**config.mk**
```make
export PLATFORM = sky130hd
export DESIGN_NAME = missController_flat
export DESIGN_NICKNAME = d
export VERILOG_FILES = /design/src/rtl/fetchPkg.sv /design/src/rtl/memBus.sv /design/src/rtl/missController.sv /design/src/flat_wrapper.sv
export VERILOG_INCLUDE_DIRS = /design/src /design/src/rtl
export SDC_FILE = /design/constraint.sdc
export NUM_CORES = 1
export LEC_CHECK = 0
export CELL_PAD_IN_SITES_DETAIL_PLACEMENT = 0
export CELL_PAD_IN_SITES_GLOBAL_PLACEMENT = 2
export CORE_ASPECT_RATIO = 0.75
export CORE_MARGIN = 5
export CORE_UTILIZATION = 35
export CTS_CLUSTER_SIZE = 40
export DETAILED_ROUTE_END_ITERATION = 12
export DONT_BUFFER_PORTS = 1
export HOLD_SLACK_MARGIN = 0.02
export MAX_ROUTING_LAYER = met4
export PLACE_DENSITY_LB_ADDON = 0.15
export SYNTH_ARGS = -nofsm -noshare
export SYNTH_HDL_FRONTEND = slang
export SYNTH_SLANG_ARGS = --single-unit
```
**constraint.sdc**
```tcl
create_clock -name clk -period 4.4 [get_ports clk]
set_input_delay 0.66 -clock clk [delete_from_list [all_inputs] [get_ports clk]]
set_output_delay 0.66 -clock clk [all_outputs]
set_load 0.1 [all_outputs]
```
**src/rtl/fetchCache_config.svh**
```systemverilog
// Fetch cache sizing
// Entry count, memory geometry and counter width

`ifndef FETCHCACHE_CONFIG_SVH
`define FETCHCACHE_CONFIG_SVH

// Fully associative entries and victim pointer width
`define FC_ENTRIES 8
`define FC_PTR_W 3

// Main memory words, indexed by low word address bits
`define FC_MEM_DEPTH 256

// Edges from req sampled high to ack
`define FC_MEM_LATENCY 3

// Hit and miss counters, wrapping
`define FC_CNT_W 16

`endif

```
**src/rtl/fetchPkg.sv**
```systemverilog
// Fetch cache types
// Address split, cache entry layout and fill record shared by the cache blocks

package fetchPkg;

    // Byte address seen as word tag plus byte offset
    typedef struct packed {
        logic [29:0] tag;     // Word address, bits 31 down to 2
        logic [1:0]  offset;  // Byte within word, ignored
    } addrT;

    // One cache entry holding a single word
    typedef struct packed {
        logic        valid;
        logic [29:0] tag;
        logic [31:0] data;
    } entryT;

    // Word written into the victim entry when a miss completes
    typedef struct packed {
        logic [29:0] tag;
        logic [31:0] data;
    } fillT;

endpackage

```
**src/rtl/memBus.sv**
```systemverilog
`timescale 1ns/100ps
// Memory bus
// Four-phase req/ack link between miss controller and main memory

interface memBus;
    logic        req;   // Held high until ack seen
    logic        ack;   // High while data is valid
    logic [31:0] addr;  // Byte address, stable while req high
    logic [31:0] data;

    modport requester (
        output req,
        output addr,
        input  ack,
        input  data
    );

    modport responder (
        input  req,
        input  addr,
        output ack,
        output data
    );
endinterface

```
**src/rtl/missController.sv**
```systemverilog
`timescale 1ns/100ps
// Miss controller
// Processor-side handshake FSM, hit/miss counters and memory fetch on a miss
`include "fetchCache_config.svh"

module missController (
    input  logic                 clk,
    input  logic                 RESET,
    input  logic                 fetchReq,
    input  fetchPkg::addrT       fetchAddr,
    output logic                 fetchAck,
    output logic [31:0]          fetchData,
    input  logic                 hit,
    input  logic [31:0]          hitData,
    output logic                 fillValid,
    output fetchPkg::fillT       fill,
    memBus.requester             mem,
    output logic [`FC_CNT_W-1:0] hitCount,
    output logic [`FC_CNT_W-1:0] missCount
);

    typedef enum logic [2:0] {
        IDLE,
        LOOKUP,
        MEM_WAIT,
        ACK,
        WAIT_DROP
    } stateT;

    stateT          state;
    fetchPkg::addrT addrQ;  // Request address, held for the fill

    // Fill lands on the same edge that takes the memory word
    assign fillValid = (state == MEM_WAIT) && mem.ack;
    assign fill      = '{tag: addrQ.tag, data: mem.data};

    always_ff @(posedge clk) begin
        if (!RESET) begin
            state     <= IDLE;
            fetchAck  <= 1'b0;
            mem.req   <= 1'b0;
            hitCount  <= '0;
            missCount <= '0;
        end else begin
            case (state)
                IDLE: begin
                    if (fetchReq) state <= LOOKUP;
                end
                LOOKUP: begin
                    if (hit) begin
                        hitCount <= hitCount + 1'b1;
                        state    <= ACK;
                    end else begin
                        missCount <= missCount + 1'b1;
                        mem.req   <= 1'b1;  // Start memory handshake
                        state     <= MEM_WAIT;
                    end
                end
                MEM_WAIT: begin
                    if (mem.ack) begin
                        mem.req  <= 1'b0;
                        fetchAck <= 1'b1;
                        state    <= WAIT_DROP;
                    end
                end
                ACK: begin
                    fetchAck <= 1'b1;
                    state    <= WAIT_DROP;
                end
                WAIT_DROP: begin
                    // Requester may hold req as long as it likes
                    if (!fetchReq) begin
                        fetchAck <= 1'b0;
                        state    <= IDLE;
                    end
                end
                default: state <= IDLE;
            endcase
        end
    end

    // Address and returned word
    always_ff @(posedge clk) begin
        if (state == IDLE && fetchReq) addrQ <= fetchAddr;
        if (state == LOOKUP && !hit) mem.addr <= addrQ;
        if (state == LOOKUP && hit) fetchData <= hitData;
        if (state == MEM_WAIT && mem.ack) fetchData <= mem.data;
    end

endmodule

```
**src/flat_wrapper.sv**
```systemverilog
// flat-port wrapper written by rule: the top's interface ports become plain ports
module missController_flat 
  (clk, RESET, fetchReq, fetchAddr, fetchAck, fetchData, hit, hitData, fillValid, fill, hitCount, missCount, mem_req, mem_addr, mem_ack, mem_data);
  memBus mem_i ();
  input  logic clk;
  input  logic RESET;
  input  logic fetchReq;
  input  fetchPkg::addrT fetchAddr;
  output logic fetchAck;
  output logic [31:0] fetchData;
  input  logic hit;
  input  logic [31:0] hitData;
  output logic fillValid;
  output fetchPkg::fillT fill;
  output logic [`FC_CNT_W-1:0] hitCount;
  output logic [`FC_CNT_W-1:0] missCount;
  output wire logic [$bits(mem_i.req)-1:0] mem_req;
  output wire logic [$bits(mem_i.addr)-1:0] mem_addr;
  input wire logic [$bits(mem_i.ack)-1:0] mem_ack;
  input wire logic [$bits(mem_i.data)-1:0] mem_data;
  assign mem_req = mem_i.req;
  assign mem_addr = mem_i.addr;
  assign mem_i.ack = mem_ack;
  assign mem_i.data = mem_data;
  missController u_core (.clk(clk), .RESET(RESET), .fetchReq(fetchReq), .fetchAddr(fetchAddr), .fetchAck(fetchAck), .fetchData(fetchData), .hit(hit), .hitData(hitData), .fillValid(fillValid), .fill(fill), .mem(mem_i), .hitCount(hitCount), .missCount(missCount));
endmodule
```
### Word-level counts from Yosys, hierarchy flattened

Index checks and enable logic that the tools add are counted.

* bitwise operators: 1
* multiplexer cells: 13
* reductions and logical operators: 14
* $add $sub $neg: 2
* equality and inequality tests: 8

Operator list (count)
* 32-bit two-way mux: 2
* 16-bit by 1-bit adder with 16-bit output (second input constant): 2
* 3-bit one-hot mux with 5 select lines: 1
* 3-bit two-way mux: 3
* 3-bit AND reduction: 3
* 2-bit != test (second input constant): 4
* 3-bit by 2-bit == test with 1-bit output (second input constant): 2
* 1-bit two-way mux: 5
* 1-bit logical AND: 4
* 2-bit AND reduction: 2
* 2-bit nonzero test: 2
* 3-bit by 1-bit == test with 1-bit output (second input constant): 1
* 3-bit == test (second input constant): 1
* 3-bit zero test: 1
* 1-bit one-hot mux with 3 select lines: 1
* 3-bit nonzero test: 1
* 1-bit one-hot mux with 2 select lines: 1
* 1-bit zero test: 1
* 1-bit NOT: 1

* input port bits: 101
* register bits after elaboration: 133

### Depth between registers and ports, before layout

* depth in word-level cells: 4
* gate-level depth with buffers: 7

### Worst setup path after synthesis

OpenSTA, ideal clock, no wires.

* kind: in2reg
* start: in fetchReq
* end: reg u_core.addrQ[0] (netlist bit), enable pin
* stages: 1
* required time: 3884 ps
* path slack: -160 ps
* data arrival time: 4044 ps
* cell sequence: nor4b_1

* word-level cells in the longest chain between the ends: 1

RTL lines
* start, declared: RTL line flat_wrapper.sv:7 `input logic fetchReq;`
* 1-bit logical AND: RTL line missController.sv:84 `if (state == IDLE && fetchReq) addrQ <= fetchAddr;`
* end signal, assigned: RTL line missController.sv:84
* end, declared: RTL line missController.sv:31 `fetchPkg::addrT addrQ;`

Every way passes these cells.
A chain may end at the register's enable or synchronous reset.

### Final worst setup path

* start: reg u_core.state[1]
* end: out fillValid

* word-level cells in the longest chain between the ends: 2

RTL lines
* start, declared: RTL line missController.sv:30 `stateT state;`
* start signal, assigned: RTL line missController.sv:39 `state <= IDLE;`
* start signal, assigned: RTL line missController.sv:47 `if (fetchReq) state <= LOOKUP;`
* start signal, assigned: RTL line missController.sv:52 `state <= ACK;`
* 3-bit by 2-bit == test with 1-bit output: RTL line missController.sv:34 `assign fillValid = (state == MEM_WAIT) && mem.ack;`
* 1-bit logical AND: RTL line missController.sv:34
* end, declared: RTL line flat_wrapper.sv:13 `output logic fillValid;`

Every way passes these cells.

==> metrics.md <==
| Metric | Value |
|---|---|
| Status | complete, no violations |
| Pwr Density | 539.3 nW/um^2 |
| Slew Viols, Final | 0 |
| Reg area | 3623 um^2 |
| Fillers | 1,482 |
| CTS Buffer Depth | 2 |
| Final Cell Area | 5892 um^2 |
| Nets | 466 |
| Slew margin rel. | 0.2538 |
| DIE WIDTH | 153.9 um |
| Initial core utilization | 0.3572 |
| Antenna viol nets, final | 0 |
| Routed Wire Length | 11.78 mm |
| # setup viols final | 0 |
| Unrepaired setup endpoints after global routing | no |
| CP endpoint kind | output pin |
| Max FO, Critical Path | 9 |
| CTS resizes | 0 |
| First-pass GRT wire length | 17.37 mm |
| N_diodes | 0 |
| Hold crit path type | primary input to flip-flop |
| Lkg Pwr | 1.940 nW |
| Synth Area per Inst | 13.66 um^2 |
| Final hold viol count | 0 |
| Synthesized flop and latch total | 133 |
| Port buffer count | 0 |
| Total GRT Usage | 0.1308 |
| Net Count, Synth | 501 |
| Post-placement cell area | 5375 um^2 |
| Worst-Margin Slew | 1.118 ns |
| Clk sink count | 133 |
| DRT iter0 DRCs | 123 |
| Routing usage on met1 | 0.1505 |
| Largest stage delay, worst path | 0.67 ns |
| Core footprint | 15,220 um^2 |
| Num ports | 262 |
| Critical path startpoint category | flip-flop |
| Drt drc | 0 |
| Via Count | 2,818 |
| CTS tree | done |
| Overall die height | 117.9 um |
| Critical path type | flip-flop to output pin |
| Hold Buf Count CTS | 0 |
| Register area share after synthesis | 0.6664 |
| Setup_tns | 0 ns |
| F_max | 371.8 MHz |
| CP max-delay cell | nor4b_4 |
| Worst EP required | 3.74 ns |
| Cell variety after synth | 40 |
| GPL Wtd Cong | 0.7552 |
| GR Util met2 | 0.1917 |
| Clk_lat worst skew | 0.41 ns |
| Vias in the first global route | 2,853 |
| CP arrival | 2.03 ns |
| Final min period | 2.690 ns |
| Peak supply drop | 0.1900 mV |
| Cells along the critical path | inv_1 -> nor4b_4 -> buf_16 |
| Root buffer cell | clkbuf_16 |
| Top Usage Layer GRT | met2 |
| Core Rows | 39 |
| Number of buffers added for setup after CTS | 0 |
| M3 GR Usage | 0.08049 |
| Routed vias/inst | 4.859 |
| Skew final | 0.01025 ns |
| Crit share post-route | 0.6113 |
| Multi-input gate area | 1280 um^2 |
| CTS buffer count | 17 |
| DP Wirelength | 8.633 mm |
| Yosys Warn Count | 0 |
| Share of cells above drive strength 1 | 0.2347 |
| Pre-Repair DR Iteration Count | 4 |
| Max-cap violations | 0 |
| Largest net degree at the start of global routing | 34 |
| Area delta synth->final | 8.352% |
| Grt ovf | 0 |
| Cells after Synth | 398 |
| Post-Syn Area | 5438 um^2 |
| Die ar. | 18,150 um^2 |
| H-Tree Depth | 4 |
| Avg WL per Cell | 20.31 um |
| Initial antenna violation count | 0 |
| Reg clk slew, reported paths | 0.06 ns |
## cells by family after synthesis
family | synth area share
flops | 0.6664
fa+ha+maj | 0.004601
buf+inv | 0.1026
xor+xnor | 0.02899
simple gates | 0.09641
compound gates | 0.02738
mux | 0.07363
## layer usage
metal  wire, um  share of wire
met1       4907           0.42
met2       5431           0.46
met3       1322           0.11
met4        116         0.0098
met5          0              0
## placed cells by master, fill, tap and decap left out, types with 5 or more instances in the layout
cell type   synthesis  layout
a21oi_1            13      13
buf_4              62      21
clkbuf_16           0      17
clkinvlp_4          0       5
dfxtp_1            37      37
edfxtp_1           96      96
inv_1               8       8
mux2_2             32      32
nand2_1            16      16
nand3_1            13      13
nand4_1             7       7
nor2_1             27      27
nor3_1              9       9
nor4_1              6       6
xnor2_1            12      12
xor2_1              6       6
## flip-flops by register name, summed over array words and instances, names as in the netlist
register / flops
u_core.fetchData: 32
u_core.hitCount: 16
u_core.mem.addr: 32
u_core.fill: 30
u_core.fetchAck: 1
u_core.mem.req: 1
u_core.state: 3
u_core.missCount: 16
u_core.addrQ: 2
## worst paths after layout
kind / start / endpoint / slack (ns) / cells after the start
worst max register to register: u_core.state[0] / u_core.mem.addr[1] / 1.78 / 3
worst min register to register: u_core.addrQ[0] / u_core.mem.addr[0] / 0.42 / 0
worst max-delay path: u_core.state[1] / fillValid / 1.71 / 3
worst min-delay path: fetchAddr[22] / u_core.fill[52] / 0.34 / 0
## worst max-delay path, delay by kind of cell (launching register included)
kind / cells / cell delay [ns]
buf+inv: 2 / 0.42
flops: 1 / 0.52
simple gates: 1 / 0.67
## power breakdown
| group | switching, mW | internal (mW) | total (mW) | leakage (nW) |
|---|---|---|---|---|
| clock | 0.513 | 0.711 | 1.22 | 0.241 |
| sequential | 0.410 | 1.43 | 1.84 | 1.19 |
| combinational | 0.0762 | 0.0388 | 0.115 | 0.509 |
## synthesized netlist by cell type
cell type / count / area share
nor3_1: 9 / 0.0083
a21bo_2: 1 / 0.0018
or4_1: 3 / 0.0041
clkbuf_1: 11 / 0.0076
inv_1: 8 / 0.0055
a21o_1: 2 / 0.0028
ha_1: 2 / 0.0046
and3_1: 1 / 0.0012
nor4bb_1: 1 / 0.0018
buf_6: 1 / 0.0021
nor2_1: 27 / 0.019
nor4b_2: 1 / 0.0028
clkbuf_2: 1 / 0.00092
nor3b_1: 1 / 0.0014
nand4_1: 7 / 0.0081
a31o_2: 1 / 0.0016
nand2b_1: 4 / 0.0046
nand3b_1: 2 / 0.0028
o31ai_1: 3 / 0.0041
a21oi_1: 13 / 0.012
mux2i_1: 4 / 0.0074
buf_4: 62 / 0.086
nand2_1: 16 / 0.011
and4_1: 1 / 0.0016
or4b_1: 1 / 0.0018
o21ai_0: 4 / 0.0037
nand3_1: 13 / 0.012
mux2_2: 32 / 0.066
dfxtp_1: 37 / 0.14
o211ai_1: 1 / 0.0014
edfxtp_1: 96 / 0.53
and2_1: 1 / 0.0012
xnor2_1: 12 / 0.019
nor4b_1: 1 / 0.0016
buf_2: 1 / 0.00092
nor4_1: 6 / 0.0069
nand4bb_1: 1 / 0.0021
xor2_1: 6 / 0.0097
or2_2: 1 / 0.0012
or3_1: 3 / 0.0035
## metrics by stage
step / setup WS (ns) / cells / hold slack (ns) / util / total power, mW
2_1_floorplan: 0.8299 / 398 / 0.4003 / - / 2.102
3_3_place_gp: 1.656 / 549 / 0.4025 / 0.3531 / 1.983
3_5_place_dp: 1.623 / 549 / 0.4189 / 0.3531 / 1.985
4_1_cts: 1.660 / 580 / 0.3202 / 0.3870 / 3.229
5_1_grt: 1.539 / 580 / 0.3111 / 0.3870 / 3.297
6_report: 1.710 / 580 / 0.3417 / 0.3870 / 3.177
## area by class of cell
cell class                 count  share of cell area
multi-input combinational    181              0.2172
clock buffer                  18             0.07284
timing repair buffer          22             0.03143
sequential                   133              0.6150
clock inverter                13             0.01487
tap                          205             0.04353
inverter                       8            0.005097
No activity file was read; power rests on OpenSTA's default activity.
