File: config.mk
export PLATFORM = sky130hd
export DESIGN_NAME = cacheArray
export DESIGN_NICKNAME = d
export VERILOG_FILES = /design/src/rtl/fetchPkg.sv /design/src/rtl/cacheArray.sv
export VERILOG_INCLUDE_DIRS = /design/src /design/src/rtl
export SDC_FILE = /design/constraint.sdc
export NUM_CORES = 1
export LEC_CHECK = 0
export BUFFER_PORTS_ARGS = -buffer_cell sky130_fd_sc_hd__buf_2
export CAP_MARGIN = 20
export CORE_ASPECT_RATIO = 1.4
export CORE_MARGIN = 2
export CORE_UTILIZATION = 65
export DETAILED_ROUTE_END_ITERATION = 10
export PLACE_DENSITY = 0.82
export SYNTH_ARGS = -nofsm -noshare
export SYNTH_HDL_FRONTEND = slang
export SYNTH_SLANG_ARGS = --single-unit
File: constraint.sdc
create_clock -name clk -period 11.3 [get_ports clk]
set_input_delay 1.13 -clock clk [delete_from_list [all_inputs] [get_ports clk]]
set_output_delay 1.13 -clock clk [all_outputs]
set_load 0.1 [all_outputs]
File: src/rtl/fetchCache_config.svh
// Fetch cache sizing
// Entry count, memory geometry and counter width

`ifndef FETCHCACHE_CONFIG_SVH
`define FETCHCACHE_CONFIG_SVH

// Fully associative entries and victim pointer width
`define FC_ENTRIES 8
`define FC_PTR_W 3

// Main memory words, indexed by low word address bits
`define FC_MEM_DEPTH 256

// Edges from req sampled high to ack
`define FC_MEM_LATENCY 3

// Hit and miss counters, wrapping
`define FC_CNT_W 16

`endif

File: src/rtl/fetchPkg.sv
// Fetch cache types
// Address split, cache entry layout and fill record shared by the cache blocks

package fetchPkg;

    // Byte address seen as word tag plus byte offset
    typedef struct packed {
        logic [29:0] tag;     // Word address, bits 31 down to 2
        logic [1:0]  offset;  // Byte within word, ignored
    } addrT;

    // One cache entry holding a single word
    typedef struct packed {
        logic        valid;
        logic [29:0] tag;
        logic [31:0] data;
    } entryT;

    // Word written into the victim entry when a miss completes
    typedef struct packed {
        logic [29:0] tag;
        logic [31:0] data;
    } fillT;

endpackage

File: src/rtl/cacheArray.sv
`timescale 1ns/100ps
// Cache array
// Eight fully associative one-word entries with parallel tag compare and round-robin fill
`include "fetchCache_config.svh"

module cacheArray (
    input  logic           clk,
    input  logic           RESET,
    input  logic           flush,
    input  fetchPkg::addrT lookupAddr,
    output logic           hit,
    output logic [31:0]    hitData,
    input  logic           fillValid,
    input  fetchPkg::fillT fill
);

    fetchPkg::entryT             entries [`FC_ENTRIES];
    logic [`FC_PTR_W-1:0]        victimPtr;
    logic [`FC_ENTRIES-1:0]      matchVec;

    // Parallel compare against every entry
    always_comb begin
        for (int i = 0; i < `FC_ENTRIES; i++) begin
            matchVec[i] = entries[i].valid && (entries[i].tag == lookupAddr.tag);
        end
    end

    // At most one entry matches, since fills only happen on a miss
    always_comb begin
        hit     = |matchVec;
        hitData = '0;
        for (int i = 0; i < `FC_ENTRIES; i++) begin
            if (matchVec[i]) begin
                hitData = hitData | entries[i].data;
            end
        end
    end

    // Entry fill, valid bits and victim pointer
    always_ff @(posedge clk) begin
        if (!RESET) begin
            victimPtr <= '0;
            for (int i = 0; i < `FC_ENTRIES; i++) begin
                entries[i].valid <= 1'b0;
            end
        end else if (flush) begin
            victimPtr <= '0;  // Replacement restarts at entry 0
            for (int i = 0; i < `FC_ENTRIES; i++) begin
                entries[i].valid <= 1'b0;
            end
        end else if (fillValid) begin
            entries[victimPtr].valid <= 1'b1;
            entries[victimPtr].tag   <= fill.tag;
            entries[victimPtr].data  <= fill.data;
            if (victimPtr == `FC_PTR_W'(`FC_ENTRIES - 1)) begin
                victimPtr <= '0;
            end else begin
                victimPtr <= victimPtr + 1'b1;
            end
        end
    end

endmodule

### Word-level counts from Yosys, hierarchy flattened

Memories as Yosys holds them, arrays and structs flattened.
Cells that the tools add are included.

| operators by class | value |
|---|---|
| $add $sub $neg | 1 |
| equal/unequal tests | 9 |
| multiplexer cells | 28 |
| bitwise operators | 16 |
| reduce and logical (&&, ||, !) cells | 11 |

Operators with widths:

| cell | number |
|---|---|
| 32-bit 2-to-1 mux | 8 |
| 30-bit == test | 8 |
| 32-bit bitwise OR | 7 |
| 63-bit 2-to-1 mux | 1 |
| 63-bit OR reduction | 1 |
| 1-bit 2-to-1 mux | 16 |
| 1-bit logical AND | 8 |
| 1-bit bitwise OR | 8 |
| 8-bit OR reduction | 1 |
| 3-bit 2-to-1 mux | 2 |
| 3-bit by 1-bit adder with 3-bit output, second input constant | 1 |
| 3-bit == test, second input constant | 1 |
| 2-bit 2-to-1 mux | 1 |
| 2-bit OR reduction | 1 |
| 1-bit NOT | 1 |

| word-level totals | value |
|---|---|
| register bits after elaboration | 3 |
| bits in writable memories | 504 |
| input port bits | 98 |
| output and inout port bits | 33 |
| logic and storage cells | 67 |
| memories kept | 1 |

Memory list:

| name | words | width | read ports | clocked after memory_dff | wr ports | line | source |
|---|---|---|---|---|---|---|---|
| entries | 8 | 63 | 8 | 0 | 8 | cacheArray.sv:17 | `` fetchPkg::entryT entries [`FC_ENTRIES]; `` |

### Longest topological paths before layout

Gate-level depths: netlist (run 1).
An unclocked memory read counts as a cell.

| depth | value |
|---|---|
| depth in word-level cells | 18 |
| mapped depth | 8 |
| gate-level depth less buffers | 6 |

### Least setup slack after synthesis (run 1)

Ideal clock, no wire load.

| timing path | value |
|---|---|
| path type | input-to-reg |
| start | input port RESET |
| end | memory entries[0][0] in the netlist's numbering (enable) |
| library setup time | 0.561 ns |
| arrival time | 5.969 ns |
| data required time | 10.739 ns |
| slack | 4.770 ns |
| stages on the path | 4 |
| path buffers | 1 |
| cell sequence | nor2b_1 -> clkbuf_1 -> nand3b_1 -> nor3_1 |

RTL lines:

| element | line | source |
|---|---|---|
| start: declaration | cacheArray.sv:8 | `input logic RESET,` |
| end: declaration | cacheArray.sv:17 |  |

### Final worst setup path (run 1)

| timing path | value |
|---|---|
| start | input port lookupAddr[2] in the netlist's numbering |
| end | output port hitData[21] |

| on the way | value |
|---|---|
| cells in the longest elaborated chain, start to end | 17 |
| elaborated cells on any way between the ends | 31 |
| those cells by class | eq/ne (8); mux (8); bitwise (7); reduce/logical (8) |

Ends and longest elaborated chain:

| element | line | source |
|---|---|---|
| start: declaration | cacheArray.sv:10 | `input fetchPkg::addrT lookupAddr,` |
| 30-bit == test | cacheArray.sv:24 | `matchVec[i] = entries[i].valid && (entries[i].tag == lookupAddr.tag);` |
| 1-bit logical AND | cacheArray.sv:24 |  |
| 32-bit 2-to-1 mux | cacheArray.sv:33 | `if (matchVec[i]) begin` |
| 32-bit bitwise OR | cacheArray.sv:34 | `hitData = hitData \| entries[i].data;` |
| 32-bit 2-to-1 mux | cacheArray.sv:33 |  |
| 32-bit bitwise OR | cacheArray.sv:34 |  |
| 32-bit 2-to-1 mux | cacheArray.sv:33 |  |
| 32-bit bitwise OR | cacheArray.sv:34 |  |
| 32-bit 2-to-1 mux | cacheArray.sv:33 |  |
| 32-bit bitwise OR | cacheArray.sv:34 |  |
| 32-bit 2-to-1 mux | cacheArray.sv:33 |  |
| 32-bit bitwise OR | cacheArray.sv:34 |  |
| 32-bit 2-to-1 mux | cacheArray.sv:33 |  |
| 32-bit bitwise OR | cacheArray.sv:34 |  |
| 32-bit 2-to-1 mux | cacheArray.sv:33 |  |
| 32-bit bitwise OR | cacheArray.sv:34 |  |
| 32-bit 2-to-1 mux (*) | cacheArray.sv:33 |  |
| end: declaration | cacheArray.sv:12 | `output logic [31:0] hitData,` |

Mark *: on every way between the ends. The rest lies on a longest branch, timed or not.

==> results of run 1 <==
-- how the worst max path moves through the flow --
stage | endpoint | cells after the start | slack (ns) | start
5_1_grt | hitData[12] | 9 | 6.05 | lookupAddr[18]
6_report | hitData[21] | 9 | 6.09 | lookupAddr[2]
3_5_place_dp | hitData[12] | 9 | 6.12 | lookupAddr[2]
2_1_floorplan | entries[0][0] | 4 | 4.77 | RESET
3_3_place_gp | hitData[12] | 9 | 6.16 | lookupAddr[2]
4_1_cts | hitData[21] | 9 | 6.11 | lookupAddr[2]
-- kinds of logic after synthesis --
| group | count (synthesis) | synth area share [%] |
|---|---|---|
| AOI/OAI and AO/OA | 73 | 2.74 |
| xor gates and xnor gates | 240 | 10.5 |
| adders and majority gates | 2 | 0.125 |
| buffers and inverters | 68 | 2.10 |
| DFF | 507 | 75.5 |
| muxes | 3 | 0.150 |
| and+or+nand+nor | 296 | 8.84 |
-- cells in the mapped netlist, types with 12 or more instances --
master,instances,area (sq um)
sky130_fd_sc_hd__buf_6,16,180
sky130_fd_sc_hd__xnor2_1,224,1960
sky130_fd_sc_hd__clkbuf_1,26,97.6
sky130_fd_sc_hd__xor2_1,16,140
sky130_fd_sc_hd__a22oi_1,64,480
sky130_fd_sc_hd__edfxtp_1,496,14900
sky130_fd_sc_hd__buf_2,21,105
sky130_fd_sc_hd__nand3b_1,33,248
sky130_fd_sc_hd__nor4_1,12,75.1
sky130_fd_sc_hd__nand4_1,89,557
sky130_fd_sc_hd__nand3_1,133,666
-- cell type report --
cell class | instances | area (sq um) | area share, %
flip-flops and latches | 507 | 15100 | 67.3
well taps | 390 | 488 | 2.17
multi-input cells | 614 | 4580 | 20.4
clock buffers | 59 | 1220 | 5.43
repair buffers | 148 | 791 | 3.52
diodes | 3 | 7.51 | 0.0334
clock inverters | 21 | 246 | 1.10
-- critical path: stages --
cell	delay, ns
sky130_fd_sc_hd__buf_2	0.28
sky130_fd_sc_hd__xnor2_1	0.16
sky130_fd_sc_hd__nand4_1	0.31
sky130_fd_sc_hd__or4_4	0.59
sky130_fd_sc_hd__nor4_4	0.28
sky130_fd_sc_hd__buf_4	0.49
sky130_fd_sc_hd__a22oi_1	0.18
sky130_fd_sc_hd__nand3b_1	0.18
sky130_fd_sc_hd__buf_2	0.45
-- state kept, by name, indices dropped and copies added, names as in the netlist --
register   flops
entries      504
victimPtr      3
-- routing by layer --
| layer | track usage, % | share of wire [%] | vias to the layer above |
|---|---|---|---|
| met5 | 0 | 0.059 | - |
| met2 | 51.1 | 53 | 659 |
| met1 | 34.2 | 34 | 5659 |
| li1 | - | - | 4838 |
| met4 | 14.5 | 4.8 | 4 |
| met3 | 4.59 | 8.3 | 113 |
-- stage by stage --
| step | hold slack [ns] | worst slack (ns) | area [sq um] | utilization [%] | power (mW) |
|---|---|---|---|---|---|
| after global routing | 0.479 | 6.05 | 22400 | 73.5 | 3.80 |
| final | 0.454 | 6.09 | 22400 | 73.5 | 3.72 |
| after CTS | 0.460 | 6.11 | 22400 | 73.5 | 3.73 |
| after global placement | 0.433 | 6.16 | 21000 | 68.7 | 2.24 |
| after floorplan | 0.426 | 4.77 | 20000 | - | 2.19 |
| after detailed placement | 0.441 | 6.12 | 21000 | 68.7 | 2.25 |
-- power by group --
part	switching, mW	internal (mW)
Clock	0.620	0.893
Combinational	0.0867	0.0439
Sequential	0.00316	2.07
==> results.env, run 1 <==
SYNTH-SEQ-CELLS=507
LEAKAGEPOWER_nW=7.17
PLACED_CELLS_INCL_TAPS=1659
HTREEDEPTH=2
LAYOUT.CELLS.MOST_COMMON_LIST='sky130_fd_sc_hd__edfxtp_1 (496), sky130_fd_sc_hd__xnor2_1 (224), sky130_fd_sc_hd__nand3_1 (133)'
GRT_PASS1_VIAS=11300
FMAX_MHz=192
ASYNC_SET_OR_RESET_FLOP_FRACTION_IN_THE_SYNTHESIZED_NETLIST_PCT=0
FINAL.SETUP.TNS_NS=0
GR-TOTAL-OVERFLOW=0
NUMBER_OF_CLOCK_SINKS=507
AREA_GROWTH_SYN_TO_LAYOUT_PCT=12.2
HOLD_PATH.CLASS='reg2reg'
VIA_COUNT=11300
DRT-WIRELENGTH-PER-CELL_UM=26.5
SYNTHESIS.AREA_SQ_UM=20000
CLK-INSERTION-DELAY-LATE_NS=0.54
POWER_DENSITY_nW_PER_UM2=166
SYN_INST=1189
CLOCK_TREE.ROOT_CELL='sky130_fd_sc_hd__clkbuf_16'
ANTENNA_LEFT=0
WORST_EP_ARRIVAL_TIME_NS=4.08
SYNTH_ENABLE_FLOP_CELLS=496
DOMINANTREGCELLSYNTH='sky130_fd_sc_hd__edfxtp_1'
WORST_SLEW_PIN_SLEW_NS=1.14
RUN_STATUS='finished clean'
TIMING.CRITICAL_PATH.FANOUT_MAX=33
NUMBER_OF_DISTINCT_LIBRARY_CELL_VARIANTS_IN_THE_GATE_LEVEL_NETLIST_AFTER_SYNTHESIS=25
CRITICALPATHCATEGORY='in2out'
MAXSLEWHEADROOM_PCT=23.9
REG2REGPATHDEPTH=3
DRC=0
HOLD_VIOL=0
MIN_TO='entries[7][62]'
CTS_RESIZED=0
FINAL_COMMON_CELL='sky130_fd_sc_hd__edfxtp_1'
FLOORPLAN.IO_PINS=131
POSTCTSSETUPBUFFERS=0
SEQUENTIAL_SHARE_OF_THE_SYNTHESIZED_AREA_PCT=75.5
MAX-CLOCK-PATH-BUFFERS=3
FINALMAXSLEWVIOLATIONS=0
SETUP_VIOLATIONS=0
STD_CELL_ROWS=76
DIE_WIDTH_UM=152
ANTENNA_FOUND_INITIAL=5
NUM-NETS-FINAL=1415
HOLD_PATH_STARTPOINT='entries[7][62]'
GRT_SETUP_UNREPAIRED='false'
VIASPERCELL=6.47
FLOORPLAN.DIE_AREA_SQ_UM=32200
OVERALL_FRACTION_OF_GLOBAL_ROUTE_TRACKS_IN_USE_PCT=28.7
CORE_REGION_AREA_SQ_UM=30500
SYNTH.NET_COUNT=1289
REG2REG_TO='entries[2][55]'
SYNTH-WARNING-COUNT=0
TIMING.MAX_CAP.VIOLATIONS=0
CTS.CLK_SLEW.WORST_PATHS_NS=0.06
HOLD-PATH-CELL-COUNT=1
FINCLKSKEW_NS=0.00660
DRT_WL_TOTAL_UM=46100
GRT_START_MAX_NET_PINS=64
PERIOD_NEEDED_NS=5.21
CTS-BUFFERS-INSERTED=44
BUFFER_PORTS.INSERTED=128
DR.FIRST_ITER.DRC_COUNT=1305
TIMING.FINAL.CRIT_SHARE_PCT=46.1
DRIVE_GT1_SHARE_PCT=17.4
R2R_SLACK_NS=8.72
END_KIND='output port'
DP.FINAL_HPWL_UM=27300
FP.DIEH_UM=212
WORST-ENDPOINT-REQUIRED_NS=10.17
LAYOUT.CELLS.NON_FILLER=1742
GP_CONGESTION=0.805
FILLCELLCOUNT=1774
POST_CTS_HOLD_BUFFER_COUNT=0
GRT_PASS1_WL_UM=68100
TRITONCTS='yes'
WORST_IR_DROP_VDD_mV=0.149
WORSTREG2REGSTART='victimPtr[0]'
DRT_PASS1_ITERATIONS=5
CRIT_PATH_START_KIND='input port'
SYN_AREA_PER_CELL_SQ_UM=16.8
START_UTIL_PCT=65.6
No activity file was read; power rests on OpenSTA's default activity.
==> run 2, diff against run 1 <==
--- a/config.mk
+++ b/config.mk
@@ -10,9 +10,9 @@
 export CAP_MARGIN = 20
 export CORE_ASPECT_RATIO = 1.4
 export CORE_MARGIN = 2
-export CORE_UTILIZATION = 65
+export CORE_UTILIZATION = 60
 export DETAILED_ROUTE_END_ITERATION = 10
-export PLACE_DENSITY = 0.82
+export PLACE_DENSITY = 0.76
 export SYNTH_ARGS = -nofsm -noshare
 export SYNTH_HDL_FRONTEND = slang
 export SYNTH_SLANG_ARGS = --single-unit
==> constraint.sdc (replaced) <==
create_clock -name clk -period 4.9 [get_ports clk]
set_input_delay 0.49 -clock clk [delete_from_list [all_inputs] [get_ports clk]]
set_output_delay 0.49 -clock clk [all_outputs]
set_load 0.1 [all_outputs]
==> run 2 against run 1 <==
  * Critical path depth fell by 1
  * Non-clock buffer count up 5
  * Routed wire length grew 1.2%
  * Cell area rose by 0.98%
  * Largest power group unchanged
  * Die area is 8.1% higher
  * Clock skew rose by 0.016 ns
  * Count of clock-buffer cells in the layout fell by 2
  * Core utilization fell by 4.9 points
  * Combinational power rose by 130%
  * Power is 130% higher
  * Sequential share of layout area down 0.65 points
  * Clock power rose by 130%
==> results.env, run 2 (same netlist as run 1, synthesis figures left out) <==
WORST_IR_DROP_VDD_mV=0.376  # +150%
LARGEST_REGISTER_FFS=504  # unchanged
LARGEST_REGISTERS='entries x504, victimPtr x3'
FILLCELLCOUNT=2174  # +23%
POSTCTSSETUPBUFFERS=0  # unchanged
POST_CTS_HOLD_BUFFER_COUNT=0  # unchanged
GLOBAL_ROUTE.USAGE.MET1_PCT=33.5  # -0.62 points
FP.DIEH_UM=220  # +4.0%
MAXSLEWHEADROOM_PCT=54.4  # +31 points
CORE_REGION_AREA_SQ_UM=33000  # +8.2%
NUMBER_OF_CLOCK_SINKS=507  # unchanged
MAX-CLOCK-PATH-BUFFERS=3  # unchanged
VIASPERCELL=6.13  # -5.2%
POST-LAYOUT-TOTAL-POWER_mW=8.60  # +130%
SWITCHING_POWER_SHARE_OF_THE_TOTAL_PCT=19.8  # +0.76 points
CRIT_PATH_START_KIND='register'
STD_CELL_ROWS=79  # +3.9%
TIMING.CRITICAL_PATH.FANOUT_MAX=33  # unchanged
DRIVE_GT1_SHARE_PCT=18.0  # +0.56 points
LEAKAGEPOWER_nW=7.20  # +0.47%
FINAL_COMMON_CELL='sky130_fd_sc_hd__edfxtp_1'
VIA_COUNT=11100  # -1.9%
OVERALL_FRACTION_OF_GLOBAL_ROUTE_TRACKS_IN_USE_PCT=27.5  # -1.2 points
CLK-INSERTION-DELAY-LATE_NS=0.57  # +0.03 ns
GRT_BUSIEST_LAYER='met2'
WORST_EP_ARRIVAL_TIME_NS=3.60  # -0.48 ns
FLOORPLAN.IO_PINS=131  # unchanged
FINAL.SETUP.TNS_NS=0  # unchanged
GRT_START_MAX_NET_PINS=64  # unchanged
GRTUSAGEMET2_PCT=48.4  # -2.7 points
HOLD_VIOL=0  # unchanged
FLOORPLAN.DIE_AREA_SQ_UM=34800  # +8.1%
WORST_SLEW_PIN_SLEW_NS=0.677  # -0.462 ns
TRITONCTS='yes'
POWER_DENSITY_nW_PER_UM2=379  # +130%
CTS.CLK_SLEW.WORST_PATHS_NS=0.06  # about the same
HOLD_WS_NS=0.189  # -0.265 ns
LARGEST_REGISTER='entries'
GR-TOTAL-OVERFLOW=0  # unchanged
DETAILEDPLACE.WORSTSLACK_NS=1.07  # -5.05 ns
LAYOUT.CORE_UTILIZATION_PCT=68.7  # -4.9 points
GRT_PASS1_WL_UM=68600  # +0.65%
HOLD_PATH.CLASS='in2reg'
GRT_PASS1_VIAS=11300  # +0.21%
COMB_POWER_SHARE_PCT=3.5  # about the same
DRT_PASS1_ITERATIONS=8  # +3
DRT-WIRELENGTH-PER-CELL_UM=25.9  # -2.2%
HTREEDEPTH=2  # unchanged
CRITICALPATHCATEGORY='reg2out'
ANTENNA_LEFT=0  # unchanged
AREA_GROWTH_SYN_TO_LAYOUT_PCT=13.3
GP_CONGESTION=0.799  # -0.81%
INTERNAL_POWER_mW=6.89  # +130%
RUN_STATUS='finished clean'
CLOCK_TREE.ROOT_CELL='sky130_fd_sc_hd__clkbuf_16'
GR-USAGE-MET3_PCT=4.54  # -0.043 points
WORST-ENDPOINT-REQUIRED_NS=4.41  # -5.76 ns
DP.FINAL_HPWL_UM=27900  # +2.1%
TIMING.FINAL.CRIT_SHARE_PCT=83.5
FMAX_MHz=244
POWER.CLOCK.FRACTION_PCT=40.8  # about the same
FINCLKSKEW_NS=0.0222  # +0.0156 ns
START_UTIL_PCT=60.6  # -4.9 points
FINALMAXSLEWVIOLATIONS=0  # unchanged
CTS-BUFFERS-INSERTED=45  # +2.3%
DRT_WL_TOTAL_UM=46700  # +1.2%
PERIOD_NEEDED_NS=4.09
LAYOUT.CELLS.MOST_COMMON_LIST='sky130_fd_sc_hd__edfxtp_1 (496), sky130_fd_sc_hd__xnor2_1 (224), sky130_fd_sc_hd__nand3_1 (133)'
BUFFER_PORTS.INSERTED=128  # unchanged
P_SEQ_SHARE_PCT=55.6  # -0.2 points
NET_SWITCHING_POWER_mW=1.71  # +140%
ANTENNA_FOUND_INITIAL=4  # -1
DR.FIRST_ITER.DRC_COUNT=1043  # -20%
CTS_RESIZED=0  # unchanged
SETUP_VIOLATIONS=0  # unchanged
GRT_SETUP_UNREPAIRED='false'
END_KIND='output port'
TIMING.MAX_CAP.VIOLATIONS=0  # unchanged
FINALWORSTSETUPSLACK_NS=0.810  # -5.28 ns
DRC=0  # unchanged
DIE_WIDTH_UM=158  # +4.0%
NUM-NETS-FINAL=1421  # +0.42%
[run 2: worst paths after layout]
check | slack (ns) | from | endpoint | cells after the start
worst max register to register | 2.98 | victimPtr[0] | entries[7][41] | 3
worst max-delay path | 0.81 | entries[4][32] | hitData[15] | 8
worst min register to register | 0.45 | entries[2][62] | entries[2][62] | 1
worst min-delay path | 0.19 | fill[9] | entries[7][9] | 1
[run 2: layout make-up]
type / count / area (sq um) / area share (%)
clock inverters: 26 / 282 / 1.24
repair buffers: 153 / 916 / 4.04
diodes: 1 / 2.50 / 0.0110
clock buffers: 57 / 1200 / 5.30
well taps: 445 / 557 / 2.46
flip-flops and latches: 507 / 15100 / 66.7
multi-input cells: 614 / 4590 / 20.3
[run 2: routing by layer]
| layer | vias to the layer above | wire [um] |
|---|---|---|
| met2 | 535 | 24800 |
| li1 | 4853 | - |
| met4 | 6 | 1890 |
| met5 | - | 43 |
| met1 | 5563 | 16400 |
| met3 | 101 | 3570 |
[run 2: per-stage QoR]
stage / std cells / cell area, sq um
floorplan: 1189 / 20000
global placement: 1719 / 21200
detailed placement: 1719 / 21200
CTS: 1802 / 22700
global route: 1803 / 22700
finish: 1803 / 22700
[run 2: critical path, cell delays in order (launching register included)]
cell and delay (ns):
sky130_fd_sc_hd__edfxtp_1 0.39, sky130_fd_sc_hd__xnor2_1 0.25, sky130_fd_sc_hd__nand4_1 0.20, sky130_fd_sc_hd__or4_4 0.61
sky130_fd_sc_hd__nor4_4 0.28, sky130_fd_sc_hd__buf_4 0.47, sky130_fd_sc_hd__a22oi_1 0.19, sky130_fd_sc_hd__nand3b_1 0.18
sky130_fd_sc_hd__buf_2 0.45
[run 2: power by group through the flow]
stage,combinational [mW],sequential (mW),clock (mW)
floorplan,0.160,4.88,0
global placement,0.297,4.88,0
detailed placement,0.306,4.88,0
CTS,0.307,4.79,3.54
global route,0.325,4.79,3.71
finish,0.305,4.79,3.51
